`src/main_consts.svh`:
```
/*
 * Shared constants for the main CPU bus glue
 * Bus widths, region codes on address bits 23:20,
 * I/O page selects on address bits 6:4 and motor travel limits
 */
`ifndef MAIN_CONSTS_SVH
`define MAIN_CONSTS_SVH

// Bus widths
`define ADDR_W 23           // Word address, bits 23:1
`define DATA_W 16

// Fixed region map, compared against cpu_addr[23:20]
`define REG_MEM 4'd0        // Program ROM and work RAM
`define REG_SCR 4'd1        // Tile and text RAM
`define REG_PAL 4'd2
`define REG_OBJ 4'd3
`define REG_IO  4'd4
`define REG_SUB 4'd5        // Sub CPU shared space

// I/O page selects, compared against cpu_addr[6:4]
`define IO_PPI 3'd0
`define IO_CAB 3'd1
`define IO_SND 3'd2
`define IO_ADC 3'd3
`define IO_OBJ 3'd7         // Object buffer swap strobe

// Motor position range
`define MOTOR_MIN   16'h1000
`define MOTOR_MAX   16'hF000
`define MOTOR_RESET 16'h8000  // Centre of travel

`endif

```
`src/main_map_pkg.sv`:
```
/*
 * Bus-side types
 * Region enum for the fixed address map and
 * the packed chip-select struct driven by the decoder
 */
package main_map_pkg;

    // One code per decoded region
    typedef enum logic [2:0] {
        RGN_MEM  = 3'd0,
        RGN_SCR  = 3'd1,
        RGN_PAL  = 3'd2,
        RGN_OBJ  = 3'd3,
        RGN_IO   = 3'd4,
        RGN_SUB  = 3'd5,
        RGN_NONE = 3'd7     // Anything unmapped
    } region_e;

    // Registered chip selects, at most one set per cycle
    typedef struct packed {
        logic rom;
        logic ram;
        logic char;     // Text layer RAM
        logic vram;     // Scroll tile RAM
        logic pal;
        logic obj;
        logic io;
        logic sub;
        logic none;
    } cs_t;

endpackage

```
`src/cab_pkg.sv`:
```
/*
 * Cabinet-side types
 * ADC channel numbering and the three 8255-style output ports
 */
package cab_pkg;

    // Channel picked by PPI port C bits 4:2
    typedef enum logic [2:0] {
        ADC_STEER = 3'd0,
        ADC_GAS   = 3'd1,
        ADC_BRAKE = 3'd2,
        ADC_MOTOR = 3'd3
    } adc_ch_e;

    // Output ports as seen by the cabinet
    typedef struct packed {
        logic [7:0] a;
        logic [7:0] b;  // Motor control
        logic [7:0] c;  // Object config, video enable, ADC channel, sound reset
    } ppi_ports_t;

endpackage

```
`src/io_bus_if.sv`:
```
/*
 * I/O page access from the bus decoder to the cabinet block
 * and the sound mailbox, with one read-data lane per target
 */
`timescale 1ns/1ps

interface io_bus_if;
    logic       sel;        // io_cs registered
    logic [2:0] page;
    logic [1:0] reg_sel;
    logic [7:0] wdata;
    logic       wr;         // First cycle of a write only
    logic [7:0] cab_rdata;
    logic [7:0] snd_rdata;

    modport src (
        output sel, page, reg_sel, wdata, wr,
        input  cab_rdata, snd_rdata
    );

    modport cab_tgt (input sel, page, reg_sel, wdata, wr, output cab_rdata);

    modport snd_tgt (input sel, page, reg_sel, wdata, wr, output snd_rdata);
endinterface

```
`src/main_bus.sv`:
```
/*
 * Main CPU bus decoder
 * Region decode on fixed address bits, registered chip selects,
 * I/O page access generation and the registered read-data return
 */
`timescale 1ns/1ps
`include "main_consts.svh"

module main_bus
    import main_map_pkg::*;
(
    input  logic               clk,
    input  logic               rst,
    input  logic [`ADDR_W:1]   cpu_addr,
    input  logic [`DATA_W-1:0] cpu_dout,
    input  logic               rnw,
    input  logic [1:0]         dsn,
    input  logic               asn,
    input  logic [`DATA_W-1:0] ram_data,
    input  logic [`DATA_W-1:0] rom_data,
    input  logic [`DATA_W-1:0] char_dout,
    input  logic [`DATA_W-1:0] pal_dout,
    input  logic [`DATA_W-1:0] obj_dout,
    input  logic [`DATA_W-1:0] sub_din,
    output cs_t                cs,
    output logic [`DATA_W-1:0] cpu_din,
    io_bus_if.src              io
);
    logic       ds_any;     // Either data strobe low
    logic       bus_act;
    region_e    region;
    cs_t        cs_nx;
    logic       io_dly;     // io select seen last cycle
    logic [7:0] io_rdata;

    assign ds_any  = ~&dsn;
    assign bus_act = ~asn & (ds_any | rnw);

    always_comb begin
        case (cpu_addr[23:20])
            `REG_MEM: region = RGN_MEM;
            `REG_SCR: region = RGN_SCR;
            `REG_PAL: region = RGN_PAL;
            `REG_OBJ: region = RGN_OBJ;
            `REG_IO:  region = RGN_IO;
            `REG_SUB: region = RGN_SUB;
            default:  region = RGN_NONE;
        endcase
    end

    always_comb begin
        cs_nx = '0;
        if (bus_act) begin
            case (region)
                RGN_MEM: begin
                    // Work RAM sits in the top quarter of the region
                    cs_nx.rom = cpu_addr[18:17] != 2'b11;
                    cs_nx.ram = cpu_addr[18:17] == 2'b11 && ds_any;
                end
                RGN_SCR: begin
                    cs_nx.char = cpu_addr[16];
                    cs_nx.vram = !cpu_addr[16] && ds_any;
                end
                RGN_PAL: cs_nx.pal = 1'b1;
                RGN_OBJ: cs_nx.obj = 1'b1;
                RGN_IO:  cs_nx.io  = 1'b1;
                RGN_SUB: cs_nx.sub = 1'b1;
                default: cs_nx.none = 1'b1;
            endcase
        end
    end

    // Selects follow the strobes by one cycle
    always_ff @(posedge clk or posedge rst) begin
        if (rst) begin
            cs     <= '0;
            io_dly <= 1'b0;
        end else begin
            cs     <= cs_nx;
            io_dly <= cs.io;
        end
    end

    assign io.sel     = cs.io;
    assign io.page    = cpu_addr[6:4];
    assign io.reg_sel = cpu_addr[2:1];
    assign io.wdata   = cpu_dout[7:0];
    assign io.wr      = cs.io & ~io_dly & ~rnw & ~dsn[0];    // Low byte lane only

    assign io_rdata = (io.page == `IO_SND) ? io.snd_rdata : io.cab_rdata;

    always_ff @(posedge clk or posedge rst) begin
        if (rst) begin
            cpu_din <= '0;
        end else begin
            if (cs.ram || cs.vram)
                cpu_din <= ram_data;
            else if (cs.rom)
                cpu_din <= rom_data;
            else if (cs.char)
                cpu_din <= char_dout;
            else if (cs.pal)
                cpu_din <= pal_dout;
            else if (cs.obj)
                cpu_din <= obj_dout;
            else if (cs.sub)
                cpu_din <= sub_din;
            else if (cs.io)
                cpu_din <= {8'hFF, io_rdata};
            else
                cpu_din <= 16'hFFFF;    // Open bus, also for none
        end
    end

    // Region decode must never overlap
    a_cs_onehot: assert property (@(posedge clk) disable iff (rst) $onehot0(cs));

endmodule

```
`src/cab_io.sv`:
```
/*
 * Cabinet I/O page
 * 8255-style output port registers, switch and DIP reads,
 * ADC channel mux and the object buffer toggle strobe
 */
`timescale 1ns/1ps
`include "main_consts.svh"

module cab_io
    import cab_pkg::*;
(
    input  logic        clk,
    input  logic        rst,
    input  logic [7:0]  joystick1,
    input  logic [15:0] joyana1,
    input  logic [15:0] joyana1b,
    input  logic [1:0]  start_button,
    input  logic [1:0]  coin_input,
    input  logic        service,
    input  logic        dip_test,
    input  logic [7:0]  dipsw_a,
    input  logic [7:0]  dipsw_b,
    input  logic [15:0] motor_pos,
    output ppi_ports_t  ports,
    output logic        obj_toggle,
    io_bus_if.cab_tgt   io
);
    adc_ch_e    adc_ch;
    logic [7:0] adc_dout;
    logic [7:0] ppi_dout;
    logic [7:0] sw_dout;
    logic [7:0] pedal;      // Shared pedal scaling

    always_ff @(posedge clk or posedge rst) begin
        if (rst) begin
            ports <= '0;
        end else if (io.wr && io.page == `IO_PPI) begin
            case (io.reg_sel)
                2'd0: ports.a <= io.wdata;
                2'd1: ports.b <= io.wdata;
                2'd2: ports.c <= io.wdata;
                default: ;  // Mode register not kept
            endcase
        end
    end

    always_comb begin
        case (io.reg_sel)
            2'd0:    ppi_dout = ports.a;
            2'd1:    ppi_dout = ports.b;
            2'd2:    ppi_dout = ports.c;
            default: ppi_dout = 8'hFF;
        endcase
    end

    always_comb begin
        case (io.reg_sel)
            2'd0: sw_dout = {coin_input, ~joystick1[4], joystick1[4],
                             start_button[0], service, dip_test, 1'b1};
            2'd1: sw_dout = 8'hFF;
            2'd2: sw_dout = dipsw_a;
            default: sw_dout = dipsw_b;
        endcase
    end

    assign adc_ch = adc_ch_e'(ports.c[4:2]);
    assign pedal  = {joyana1b[14:8], joyana1b[14]};    // Sign bit picks gas or brake

    always_comb begin
        case (adc_ch)
            ADC_STEER: adc_dout = !joystick1[0] ? 8'hD0 :
                                  !joystick1[1] ? 8'h20 :
                                  joyana1[7:0] ^ 8'h80;
            ADC_GAS:   adc_dout = !joystick1[3] ? 8'hF0 :
                                  joyana1b[15]  ? ~pedal : 8'h00;
            ADC_BRAKE: adc_dout = !joystick1[2] ? 8'hF0 :
                                  joyana1b[15]  ? 8'h00 : pedal;
            ADC_MOTOR: adc_dout = motor_pos[15:8];
            default:   adc_dout = 8'hFF;
        endcase
    end

    always_comb begin
        case (io.page)
            `IO_PPI: io.cab_rdata = ppi_dout;
            `IO_CAB: io.cab_rdata = sw_dout;
            `IO_ADC: io.cab_rdata = adc_dout;
            default: io.cab_rdata = 8'hFF;
        endcase
    end

    // Held for the whole access
    assign obj_toggle = io.sel && io.page == `IO_OBJ;

    // Decoder only writes inside a selected I/O cycle
    a_wr_in_sel: assert property (@(posedge clk) disable iff (rst) io.wr |-> io.sel);

endmodule

```
`src/motor_pos.sv`:
```
/*
 * Motor position tracker
 * Steps once per vint rising edge by the speed in ctrl[2:0],
 * direction from ctrl[3], saturating at the travel limits
 */
`timescale 1ns/1ps
`include "main_consts.svh"

module motor_pos (
    input  logic        clk,
    input  logic        rst,
    input  logic        vint,
    input  logic [7:0]  ctrl,
    output logic [15:0] pos
);
    logic        vint_q;
    logic        vint_rise;
    logic [16:0] step;      // Speed times 256
    logic [16:0] up_pos;
    logic [16:0] dn_floor;  // Lowest pos that can take a full step down
    logic [15:0] next_pos;

    assign vint_rise = vint & ~vint_q;
    assign step      = {6'd0, ctrl[2:0], 8'd0};
    assign up_pos    = {1'b0, pos} + step;
    assign dn_floor  = {1'b0, `MOTOR_MIN} + step;

    always_comb begin
        if (ctrl[3])
            next_pos = (up_pos > {1'b0, `MOTOR_MAX}) ? `MOTOR_MAX : up_pos[15:0];
        else
            next_pos = ({1'b0, pos} < dn_floor) ? `MOTOR_MIN : pos - step[15:0];
    end

    always_ff @(posedge clk or posedge rst) begin
        if (rst) begin
            vint_q <= 1'b0;
            pos    <= `MOTOR_RESET;
        end else begin
            vint_q <= vint;
            if (vint_rise)
                pos <= next_pos;    // Once per frame
        end
    end

    a_pos_range: assert property (@(posedge clk) disable iff (rst)
        pos >= `MOTOR_MIN && pos <= `MOTOR_MAX);

endmodule

```
`src/snd_mailbox.sv`:
```
/*
 * Sound mailbox
 * Main-to-sound command byte with buffer-full flag,
 * and a reply byte written by the sound CPU for the main side
 */
`timescale 1ns/1ps
`include "main_consts.svh"

module snd_mailbox (
    input  logic       clk,
    input  logic       rst,
    input  logic       sndmap_rd,
    input  logic       sndmap_wr,
    input  logic [7:0] sndmap_din,
    output logic [7:0] sndmap_dout,
    output logic       sndmap_pbf,
    io_bus_if.snd_tgt  io
);
    logic       main_wr;
    logic [7:0] reply;

    assign main_wr = io.wr && io.page == `IO_SND;

    always_ff @(posedge clk or posedge rst) begin
        if (rst) begin
            sndmap_dout <= 8'h00;
            sndmap_pbf  <= 1'b0;
        end else begin
            if (main_wr) begin
                sndmap_dout <= io.wdata;    // Overwrites even when full
                sndmap_pbf  <= 1'b1;
            end else if (sndmap_rd) begin
                sndmap_pbf  <= 1'b0;
            end
        end
    end

    // Sound CPU answer
    always_ff @(posedge clk or posedge rst) begin
        if (rst)
            reply <= 8'h00;
        else if (sndmap_wr)
            reply <= sndmap_din;
    end

    assign io.snd_rdata = reply;

    // Flag may only rise from a main CPU write
    a_pbf_src: assert property (@(posedge clk) disable iff (rst)
        $rose(sndmap_pbf) |-> $past(main_wr));

endmodule

```
`src/main_top.sv`:
```
/*
 * Main CPU bus glue top level
 * Bus decoder, cabinet I/O, motor tracker and sound mailbox
 */
`timescale 1ns/1ps
`include "main_consts.svh"

module main_top
    import main_map_pkg::*;
    import cab_pkg::*;
(
    input  logic               clk,
    input  logic               rst,
    // CPU bus
    input  logic [`ADDR_W:1]   cpu_addr,
    input  logic [`DATA_W-1:0] cpu_dout,
    input  logic               rnw,
    input  logic [1:0]         cpu_dsn,
    input  logic               asn,
    output logic [`DATA_W-1:0] cpu_din,
    output logic [19:1]        addr,
    output logic [1:0]         dsn,
    // Memory and video data
    input  logic [`DATA_W-1:0] ram_data,
    input  logic [`DATA_W-1:0] rom_data,
    input  logic [`DATA_W-1:0] char_dout,
    input  logic [`DATA_W-1:0] pal_dout,
    input  logic [`DATA_W-1:0] obj_dout,
    input  logic [`DATA_W-1:0] sub_din,
    output logic               rom_cs,
    output logic               ram_cs,
    output logic               char_cs,
    output logic               vram_cs,
    output logic               pal_cs,
    output logic               objram_cs,
    output logic               sub_cs,
    // Cabinet
    input  logic [7:0]         joystick1,
    input  logic [15:0]        joyana1,
    input  logic [15:0]        joyana1b,
    input  logic [1:0]         start_button,
    input  logic [1:0]         coin_input,
    input  logic               service,
    input  logic               dip_test,
    input  logic [7:0]         dipsw_a,
    input  logic [7:0]         dipsw_b,
    input  logic               vint,
    output logic [1:0]         obj_cfg,
    output logic               video_en,
    output logic               snd_rstb,
    output logic               obj_toggle,
    // Sound CPU side
    input  logic               sndmap_rd,
    input  logic               sndmap_wr,
    input  logic [7:0]         sndmap_din,
    output logic [7:0]         sndmap_dout,
    output logic               sndmap_pbf
);
    cs_t         cs;
    ppi_ports_t  ports;
    logic [15:0] mpos;

    io_bus_if io_bus();

    assign addr      = cpu_addr[19:1];
    assign dsn       = cpu_dsn;
    assign rom_cs    = cs.rom;
    assign ram_cs    = cs.ram;
    assign char_cs   = cs.char;
    assign vram_cs   = cs.vram;
    assign pal_cs    = cs.pal;
    assign objram_cs = cs.obj;
    assign sub_cs    = cs.sub;
    assign obj_cfg   = ports.c[7:6];
    assign video_en  = ports.c[5];
    assign snd_rstb  = ports.c[0];  // Sound CPU held in reset while low

    main_bus u_bus (
        .clk(clk), .rst(rst),
        .cpu_addr(cpu_addr), .cpu_dout(cpu_dout),
        .rnw(rnw), .dsn(cpu_dsn), .asn(asn),
        .ram_data(ram_data), .rom_data(rom_data), .char_dout(char_dout),
        .pal_dout(pal_dout), .obj_dout(obj_dout), .sub_din(sub_din),
        .cs(cs), .cpu_din(cpu_din), .io(io_bus.src)
    );

    cab_io u_cab (
        .clk(clk), .rst(rst),
        .joystick1(joystick1), .joyana1(joyana1), .joyana1b(joyana1b),
        .start_button(start_button), .coin_input(coin_input),
        .service(service), .dip_test(dip_test),
        .dipsw_a(dipsw_a), .dipsw_b(dipsw_b), .motor_pos(mpos),
        .ports(ports), .obj_toggle(obj_toggle), .io(io_bus.cab_tgt)
    );

    motor_pos u_motor (
        .clk(clk), .rst(rst), .vint(vint), .ctrl(ports.b), .pos(mpos)
    );

    snd_mailbox u_mailbox (
        .clk(clk), .rst(rst),
        .sndmap_rd(sndmap_rd), .sndmap_wr(sndmap_wr), .sndmap_din(sndmap_din),
        .sndmap_dout(sndmap_dout), .sndmap_pbf(sndmap_pbf), .io(io_bus.snd_tgt)
    );

endmodule

```
`config.mk`:
```
export PLATFORM = sky130hd
export DESIGN_NAME = main_top
export DESIGN_NICKNAME = d
export VERILOG_FILES = /design/src/main_map_pkg.sv /design/src/cab_pkg.sv /design/src/io_bus_if.sv /design/src/main_bus.sv /design/src/cab_io.sv /design/src/motor_pos.sv /design/src/snd_mailbox.sv /design/src/main_top.sv
export VERILOG_INCLUDE_DIRS = /design/src
export SDC_FILE = /design/constraint.sdc
export NUM_CORES = 1
export LEC_CHECK = 0
export ABC_AREA = 1
export BUFFER_PORTS_ARGS = -buffer_cell sky130_fd_sc_hd__buf_2
export CORE_MARGIN = 10
export CORE_UTILIZATION = 42
export CTS_CLUSTER_DIAMETER = 40
export DETAILED_ROUTE_END_ITERATION = 6
export MAX_ROUTING_LAYER = met4
export PLACE_DENSITY = 0.78
export SYNTH_ARGS = -nofsm -noshare
export SYNTH_HDL_FRONTEND = slang
export SYNTH_SLANG_ARGS = --single-unit
```
`constraint.sdc`:
```
create_clock -name clk -period 2.72 [get_ports clk]
set_input_delay 0.68 -clock clk [delete_from_list [all_inputs] [get_ports clk]]
set_output_delay 0.68 -clock clk [all_outputs]
set_load 0.05 [all_outputs]
```
Yosys cells after proc, flatten, opt, wreduce, memory -nomap -nowiden
Index checks and enable logic that the tools add are counted.
{ "totals": {"n_memories": 0, "wordCells": 109, "mem_bits_ro": 0, "latchBits": 0, "ff_bits": 83, "input_bits": 214, "ramBits": 0} }
{ "op_classes": {"n_lt_le_gt_ge": 2, "n_mux": 32, "n_shift": 0, "div_mod_pow": 0, "reduce_logical": 19, "n_eq_ne": 21, "mul": 0, "addsub": 3, "n_bitwise": 14} }
{ "ops": {"columns": ["operator", "count"], "rows": [
  ["$mux 16", 9],
  ["$pmux 8 s3", 3],
  ["$mux 8", 8],
  ["$pmux 8 s4", 1],
  ["$eq 3x2->1 const B", 6],
  ["$pmux 3 s6", 1],
  ["$add 16x11->17", 1],
  ["$gt 17x16->1 const B", 1],
  ["$lt 16x17->1", 1],
  ["$sub 16x11->16", 1],
  ["$add 13x11->14 const A", 1],
  ["$eq 3x1->1 const B", 3],
  ["$eq 3x3->1 const B", 3],
  ["$logic_not 3->1", 3],
  ["$mux 9", 1],
  ["$eq 4x2->1 const B", 2],
  ["$eq 4x3->1 const B", 2],
  ["$not 8->8", 1],
  ["$reduce_and 2->1", 4],
  ["$mux 1", 7],
  ["$not 1->1", 7],
  ["$reduce_or 6->1", 1],
  ["$and 1x1->1", 5],
  ["$logic_and 1x1->1", 5],
  ["11 further kinds", 14]
]} }

Depth between registers and ports, before layout
Gate-level depths: netlist of the first run.
{ "logic_depth": {"word_depth": 13, "mapped_depth": 18, "depth_no_buf": 17} }

By module
Synthesis of the first run repeated with hierarchy kept, for this count alone.
{ "hier_totals": {"hier_cells": 918, "area_unflattened_um2": 6163.4} }
{ "modules_own_cells": {"columns": ["module", "seq_area_each_um2", "n_inst", "cells_each", "area_per_inst_um2"], "rows": [
  ["cab_io", 600.6, 1, 354, 2183.3],
  ["main_bus", 650.6, 1, 319, 2089.5],
  ["motor_pos", 226.5, 1, 151, 1047.3],
  ["snd_mailbox", 425.4, 1, 73, 685.7],
  ["main_top", 0.0, 1, 21, 157.7]
]} }

Worst setup path before layout of the first run
No wires, ideal clock.
{ "synth_timing": {"path_kind": "input -> output", "from": "input port cpu_addr[5] in the netlist's numbering", "to": "output port obj_toggle", "arrival_time_ns": 1.796, "stages": 2, "slack_ns": 0.244, "required_ns": 2.040, "path_cell_list": "nand2_1 nor3_1"} }
{ "synth_via": {"elab_chain_len": 2} }
{ "synth_rtl": {"columns": ["element", "line_no", "source"], "rows": [
  ["start: declaration", "main_top.sv:15", "input logic [`ADDR_W:1] cpu_addr,"],
  ["$eq 3x3->1 (no line)", null, null],
  ["$logic_and 1x1->1 (no line)", null, null],
  ["end: declaration", "main_top.sv:51", "output logic obj_toggle,"]
]} }
No other way between the ends.

Final worst setup path of the first run
{ "layout_timing": {"from": "register, netlist name u_cab.ports[8]", "to": "register u_motor.pos[12]"} }
{ "layout_via": {"elab_chain_len": 4, "elab_cells_between_ends": 8, "cone_classes": "add/sub: 3; order compare: 2; mux: 3"} }
{ "layout_rtl": {"columns": ["element", "line_no", "source"], "rows": [
  ["$add 16x11->17 / $add 13x11->14 (equally long branches)", "motor_pos.sv:25, motor_pos.sv:26", null],
  ["$gt 17x16->1 / $lt 16x17->1 (equally long branches)", "motor_pos.sv:30, motor_pos.sv:32", null],
  ["$mux 16 (on tied branches)", "motor_pos.sv:30, motor_pos.sv:32", null],
  ["$mux 16 (*)", "motor_pos.sv:29", "if (ctrl[3])"],
  ["end signal: assignment", "motor_pos.sv:38", "pos <= `MOTOR_RESET;"],
  ["end signal: assignment", "motor_pos.sv:42", "pos <= next_pos;"],
  ["end: declaration", "motor_pos.sv:14", "output logic [15:0] pos"]
]} }
Every way passes the cells marked *; elsewhere a longest branch is shown, timed or not.
A chain may end at the register's enable or synchronous reset.

==> results of run 1 <==
[logic make-up after synthesis]
kind of cell | count (synthesis)
flops | 75
compound gates | 144
buf+inv | 145
fa+ha+maj | 8
simple gates | 437
xor+xnor | 9
[cell usage after synthesis, drive strengths merged, types with 8 or more instances]
master,n
a31oi,9
dfrtp,74
o221a,8
nand3,36
clkbuf,16
o21ai,76
buf,37
inv,89
nand2,290
a21oi,25
xor2,9
nor3,8
nand4,8
nor2,88
o211ai,15
[final cells by class]
type                            instances  area, um2  area share
Inverter                               92      346.6     0.05115
Multi-Input combinational cell        598       2836      0.4187
Clock buffer                           12      246.5     0.03638
Sequential cell                        75       1878      0.2772
Tap cell                              172      215.2     0.03176
Clock inverter                          4      51.30    0.007572
Timing Repair Buffer                  232       1201      0.1773
[registers in the layout (all words and copies together) (netlist names), 7 cells and up]
| register | flops |
|---|---|
| u_motor.pos | 8 |
| u_cab.ports | 24 |
| u_mailbox.io.snd_rdata | 8 |
| u_mailbox.sndmap_dout | 8 |
| u_bus.cpu_din | 16 |
| u_bus.cs | 7 |
[worst max-delay path: stages (launching register included)]
cell and delay (ns):
dfrtp_1 0.42, ha_1 0.24, fa_1 0.40, inv_1 0.07
nor2_1 0.04, o21ai_0 0.32, xor2_1 0.23, nor2_1 0.07
nand4_2 0.13, nand2_1 0.11, nor2_1 0.17, o21ai_0 0.09
[worst paths after layout]
check / endpoint / cells after the start / startpoint
min in group clk: u_bus.io_dly$_DFF_PP0_ / 0 / u_bus.io.sel$_DFF_PP0_
worst max register to register: u_motor.pos[12]$_DFFE_PP0P_ / 11 / u_cab.ports[8]$_DFFE_PP0P_
worst min-delay path: u_bus.cs[1]$_DFF_PP0_ / 2 / rst
worst max-delay path: u_motor.pos[12]$_DFFE_PP0P_ / 11 / u_cab.ports[8]$_DFFE_PP0P_
worst min register to register: u_bus.io_dly$_DFF_PP0_ / 0 / u_bus.io.sel$_DFF_PP0_
max in group asynchronous: u_motor.pos[15]$_DFFE_PP1P_ / 3 / rst
[power by group]
part / total [mW] / switching, mW / internal [mW]
combinational: 0.849 / 0.544 / 0.304
clock: 1.20 / 0.464 / 0.736
sequential: 1.29 / 0.0885 / 1.20
total: 3.34 / 1.10 / 2.24
[per-stage QoR]
stage / cells / area (um2) / utilization / hold WS (ns) / setup slack (ns)
floorplan: 818 / 5378 / - / 0.3537 / 0.1317
finish: 1185 / 6775 / 0.5391 / 0.3398 / 0.3218
detailed placement: 1169 / 6477 / 0.5154 / 0.3689 / 0.2972
global placement: 1169 / 6477 / 0.5154 / 0.3584 / 0.3118
global route: 1185 / 6775 / 0.5391 / 0.3666 / 0.1267
CTS: 1185 / 6775 / 0.5391 / 0.3381 / 0.3499
[layer usage]
metal | global-route usage | vias to the layer above | part of all wire | wire [um]
met1 | 0.2935 | 2654 | 0.43 | 8408
met4 | 0.06771 | 0 | 0.017 | 340
li1 | - | 2985 | - | -
met3 | 0.03947 | 24 | 0.076 | 1474
met2 | 0.3373 | 265 | 0.47 | 9209
met5 | - | - | 0 | 0
==> reports/metrics.csv, run 1 <==
stage,metric,value,unit
worst_hold_path,Hold Crit Class,input port to async pin,
finish,"commonest non-fill, non-tap cell in the layout",nand2_1,
clock_network,Root Buffer,clkbuf_16,
clock_network,clock slew at reported path FFs,0.06,ns
logic_synthesis,Synth Register Bits,75,
routing,TritonRoute pass-1 iters,5,
grt,initial antenna violation count,0,
timing,Max Clk Rate,417.0,MHz
routing,Vias,5928,
clock_network,Clock Path Buffers,2,
worst_setup_path,"reg-to-reg slack, setup",0.32,ns
logic_synthesis,register area share after synthesis,0.3492,
placed_design,PortBufs,221,
power,Peak VDD IR,0.0002598,V
logic_synthesis,Post-Syn Instances,818,
power,leak pwr,3.658,nW
timing,Hold Fails Final Rpt,0,
clock_network,TritonCTS clock tree,done,
logic_synthesis,mux contribution to synthesized area,0,
logic_synthesis,Compound-Gate Fraction of Synth Area,0.1582,
worst_setup_path,WP data arrival,2.62,ns
grt,first-pass GRT wire length,31.13,mm
clock_network,CTS sink cnt,75,
status,outcome,finished clean,
worst_setup_path,crit start category,register,
finish,Filler Cell Count,1268,
power,Total Power,3.337,mW
clock_network,worst skew pair latency,0.34,ns
grt,vias in the first global route,5874,
routing,DRT iter0 DRCs,560,
timing,Slew headroom,0.5292,
floorplanning,core area,0.01257,mm2
logic_synthesis,combinational family with the most area after synthesis,simple AND/OR/NAND/NOR gates,
floorplanning,Initial Util,0.4279,
grt,total track usage,0.2211,
logic_synthesis,synth unique cells,40,
finish,share of layout cells above drive strength 1,0.2705,
timing,RSZ-0062 raised after global routing,false,
finish,# diodes,0,
logic_synthesis,Post-synth ARST share,1.000,
logic_synthesis,post-synth top area cell,dfrtp_1,
placed_design,post-DP HPWL,15.51,mm
logic_synthesis,number of synthesized flops with an enable pin,0,
placed_design,RePlAce Congestion,0.9704,
floorplanning,Die Span Y,133.2,um
clock_network,CTS Buf Count,9,
routing,# DRC,0,
worst_setup_path,Max Fanout on Critical Path,4,
routing,routed vias/inst,5.003,
timing,Final Max Tran Viols,0,
logic_synthesis,Synth Area in XOR/XNOR,0.01466,
floorplanning,Die W,133.2,um
logic_synthesis,"Primary FF master, synth",dfrtp_1,
clock_network,post-cts sizing count,0,
flow_run,max cap viols,0,
logic_synthesis,post-synth top area share,0.3443,
routing,WL final,19.43,mm
logic_synthesis,Mapped Area,0.005378,mm2
timing,"Min Clock Period, post-route",2.398,ns
finish,P&R area growth vs syn,25.99,%
logic_synthesis,synth top area cells,"dfrtp_1 34%, nand2_1 20%, o21ai_0 6.0%",
clock_network,cts hold-fix bufs,0,
floorplanning,IO Pins,272,
clock_network,# H-tree levels,3,
routing,WL per Instance,16.40,um
logic_synthesis,Post-Synth Simple-Gate Area,0.3332,
routing,Final ANT Viol Nets,0,
timing,Final period util,0.8817,
timing,clk_skew,0.008233,ns
worst_setup_path,WP data required,2.94,ns
logic_synthesis,Mapped Nets,1040,
finish,nets,1230,
logic_synthesis,Synth Area in Adders,0.02141,
timing,Worst-Margin Slew,0.7054,ns
finish,most frequent cells in the layout,"288 x nand2_1, 221 x buf_2, 83 x inv_1, 83 x nor2_1, 74 x dfrtp_1",
timing,final setup TNS,0,ns
grt,largest net degree at the start of global routing,52,
timing,Setup-failing EPs final,0,
power,power per cell area,492.5,mW/mm2
worst_setup_path,endpoint class of the critical path,register,
worst_setup_path,Crit Path Class,register to register,
logic_synthesis,synth warn,0,
floorplanning,Die ar.,0.01773,mm2
floorplanning,Rows,41,
grt,total grt overflow,0,
logic_synthesis,"Avg Cell Area, Syn",6.574,um2
clock_network,Post-CTS Setup Bufs,0,
Power figures use the tool's default switching activity.
==> inputs of run 2 (changes only) <==
clock period = 2.06 ns   (was 2.72 ns; I/O delays follow)
==> run 2 against run 1 <==
The run now ends with setup timing left. Clock power increased by 38%. Clock-buffer cell count down 3. Non-clock buffer count grew 37. Clock skew hardly changed. Global-route usage is 0.20 points higher. Sequential power is 33% higher. Worst setup slack got worse by 0.35 ns. Register-to-register slack worse by 0.35 ns. Die area stayed put. Cell count up 3.1%. Critical path type unchanged.
==> reports/metrics.csv, run 2 (synthesis gave the netlist of run 1 again) <==
stage,metric,value,unit
status,failing checks,setup timing,
worst_setup_path,WP data required,2.30,ns
routing,Final ANT Viol Nets,0,
power,Combinational Power Share,0.293,
timing,Max Clk Rate,479.9,MHz
power,clock share of power,0.347,
flow_run,max cap viols,0,
clock_network,worst skew pair latency,0.35,ns
worst_setup_path,"reg-to-reg slack, setup",-0.02,ns
placed_design,placed inst area,0.006770,mm2
floorplanning,Initial Util,0.4279,
timing,Hold Fails Final Rpt,0,
worst_setup_path,crit start category,register,
routing,DRT iter0 DRCs,511,
timing,Final period util,1.012,
timing,RSZ-0062 raised after global routing,true,
worst_setup_path,r2r endpoint,u_motor.pos[8]$_DFFE_PP0P_,
worst_setup_path,FF-to-FF Start,u_motor.pos[8]$_DFFE_PP0P_,
routing,WL per Instance,16.31,um
finish,share of layout cells above drive strength 1,0.3352,
power,power per cell area,654.6,mW/mm2
floorplanning,Die W,133.2,um
power,Total Power,4.764,mW
floorplanning,Rows,41,
finish,Multi-input gate area,0.002999,mm2
grt,first-pass GRT wire length,31.28,mm
finish,nets,1267,
worst_setup_path,"slowest stage delay, CP",0.45,ns
worst_hold_path,Hold Crit Class,input port to async pin,
timing,final worst slack,-0.02393,ns
worst_setup_path,WP buf/inv,1,
grt,largest net degree at the start of global routing,32,
routing,met3 WL,1.344,mm
finish,register area,0.001882,mm2
worst_setup_path,Worst path slowest cell,dfrtp_2,
routing,# DRC,0,
finish,Finished Cell Area,0.007277,mm2
worst_setup_path,FF-to-FF path depth,12,
power,Reg power frac,0.360,
finish,P&R area growth vs syn,35.32,%
status,outcome,"complete, but fails checks",
power,leak pwr,3.870,nW
timing,"Min Clock Period, post-route",2.084,ns
clock_network,TritonCTS clock tree,done,
clock_network,CTS Buf Count,9,
power,Internal Power,3.113,mW
grt,total grt overflow,0,
placed_design,RePlAce Congestion,0.9905,
floorplanning,Die ar.,0.01773,mm2
routing,metal2 WL,9.649,mm
timing,hold_ws,0.2042,ns
worst_setup_path,Crit Path Class,register to register,
finish,"commonest non-fill, non-tap cell in the layout",nand2_1,
finish,# diodes,0,
finish,largest register by flop count,u_cab.ports,
worst_setup_path,"CP delay by family, top",simple AND/OR/NAND/NOR gates,
clock_network,Root Buffer,clkbuf_16,
timing,Final Max Tran Viols,0,
timing,Worst-Margin Slew,0.6008,ns
clock_network,CTS sink cnt,75,
clock_network,# H-tree levels,3,
placed_design,PortBufs,221,
routing,TritonRoute pass-1 iters,5,
clock_network,Clock Path Buffers,2,
timing,Slew headroom,0.5990,
floorplanning,Die Span Y,133.2,um
worst_setup_path,WP data arrival,2.33,ns
routing,Top Metal Used,met4,
floorplanning,IO Pins,272,
worst_setup_path,CP cell instances,"ha_4, fa_2, inv_2, nor2_2, o21ai_2, xor2_2, nor2_2, nand4_4, nand2_2, nand2_2, nand3_1, nand2_1",
grt,initial antenna violation count,0,
routing,WL final,19.93,mm
placed_design,post-DP HPWL,15.95,mm
grt,total track usage,0.2232,
worst_setup_path,Max Fanout on Critical Path,3,
finish,Filler Cell Count,1222,
floorplanning,core area,0.01257,mm2
routing,Routed met1 length,8.436,mm
finish,most frequent cells in the layout,"283 x nand2_1, 221 x buf_2, 77 x nor2_1",
power,Sw Share,0.3464,
finish,max reg flops,24,
timing,Setup-failing EPs final,2,
power,switching pwr,1.650,mW
worst_setup_path,endpoint class of the critical path,register,
finish,top flop regs,"u_cab.ports (24), u_bus.cpu_din (16)",
clock_network,clock slew at reported path FFs,0.07,ns
routing,Vias,6162,
routing,routed vias/inst,5.043,
power,Peak VDD IR,0.0004366,V
grt,vias in the first global route,6010,
timing,clk_skew,0.008531,ns
==> run 2: power groups by stage <==
stage	clock, mW	combinational (mW)	sequential, mW
3_3_place_gp	0	1.20	1.71
2_1_floorplan	0	0.722	1.77
4_1_cts	1.68	1.27	1.70
3_5_place_dp	0	1.22	1.72
6_report	1.65	1.40	1.71
5_1_grt	1.75	1.54	1.73
==> run 2: how the worst max path moves through the flow <==
stage,startpoint,to,slack [ns],depth (start not counted)
final,u_motor.pos[8]$_DFFE_PP0P_,u_motor.pos[8]$_DFFE_PP0P_,-0.02,12
after global routing,u_motor.pos[8]$_DFFE_PP0P_,u_motor.pos[8]$_DFFE_PP0P_,-0.13,12
after global placement,u_motor.pos[8]$_DFFE_PP0P_,u_motor.pos[12]$_DFFE_PP0P_,-0.06,13
after floorplan,u_cab.ports[8]$_DFFE_PP0P_,u_motor.pos[8]$_DFFE_PP0P_,0.07,12
after CTS,u_cab.ports[9]$_DFFE_PP0P_,u_motor.pos[8]$_DFFE_PP0P_,-0.04,14
after detailed placement,u_motor.pos[8]$_DFFE_PP0P_,u_motor.pos[9]$_DFFE_PP0P_,-0.10,11
==> run 2: what timing repair did <==
| action | 4_1_cts | 5_1_grt |
|---|---|---|
| gates resized for setup | 11 | 38 |
| gates cloned | 0 | 0 |
| endpoints found under the setup margin | 8 | 10 |
| hold buffers | 0 | 0 |
| buffers inserted | 1 | 3 |
| pin swaps | 5 | 11 |
==> run 2: layout make-up <==
cell class              count  area share
repair buffers            269      0.2094
well taps                 172     0.02957
clock inverters             7     0.01135
clock buffers               9     0.03095
flip-flops and latches     75      0.2586
multi-input cells         598      0.4121
inverters                  92     0.04797
==> run 2: stage by stage <==
step | util | setup slack [ns] | std cells | TNS [ns]
6_report | 0.5790 | -0.02393 | 1222 | -0.02424
5_1_grt | 0.5790 | -0.1281 | 1222 | -0.6878
4_1_cts | 0.5679 | -0.03589 | 1219 | -0.1446
3_5_place_dp | 0.5387 | -0.1005 | 1202 | -0.6454
3_3_place_gp | 0.5387 | -0.06006 | 1202 | -0.3303
2_1_floorplan | - | 0.07099 | 818 | 0
==> run 2: metal layers <==
layer	global-route usage	vias to the layer above
li1	-	3049
met1	0.2800	2809
met2	0.3567	265
met3	0.04098	39
met4	0.07376	0
met5	-	-
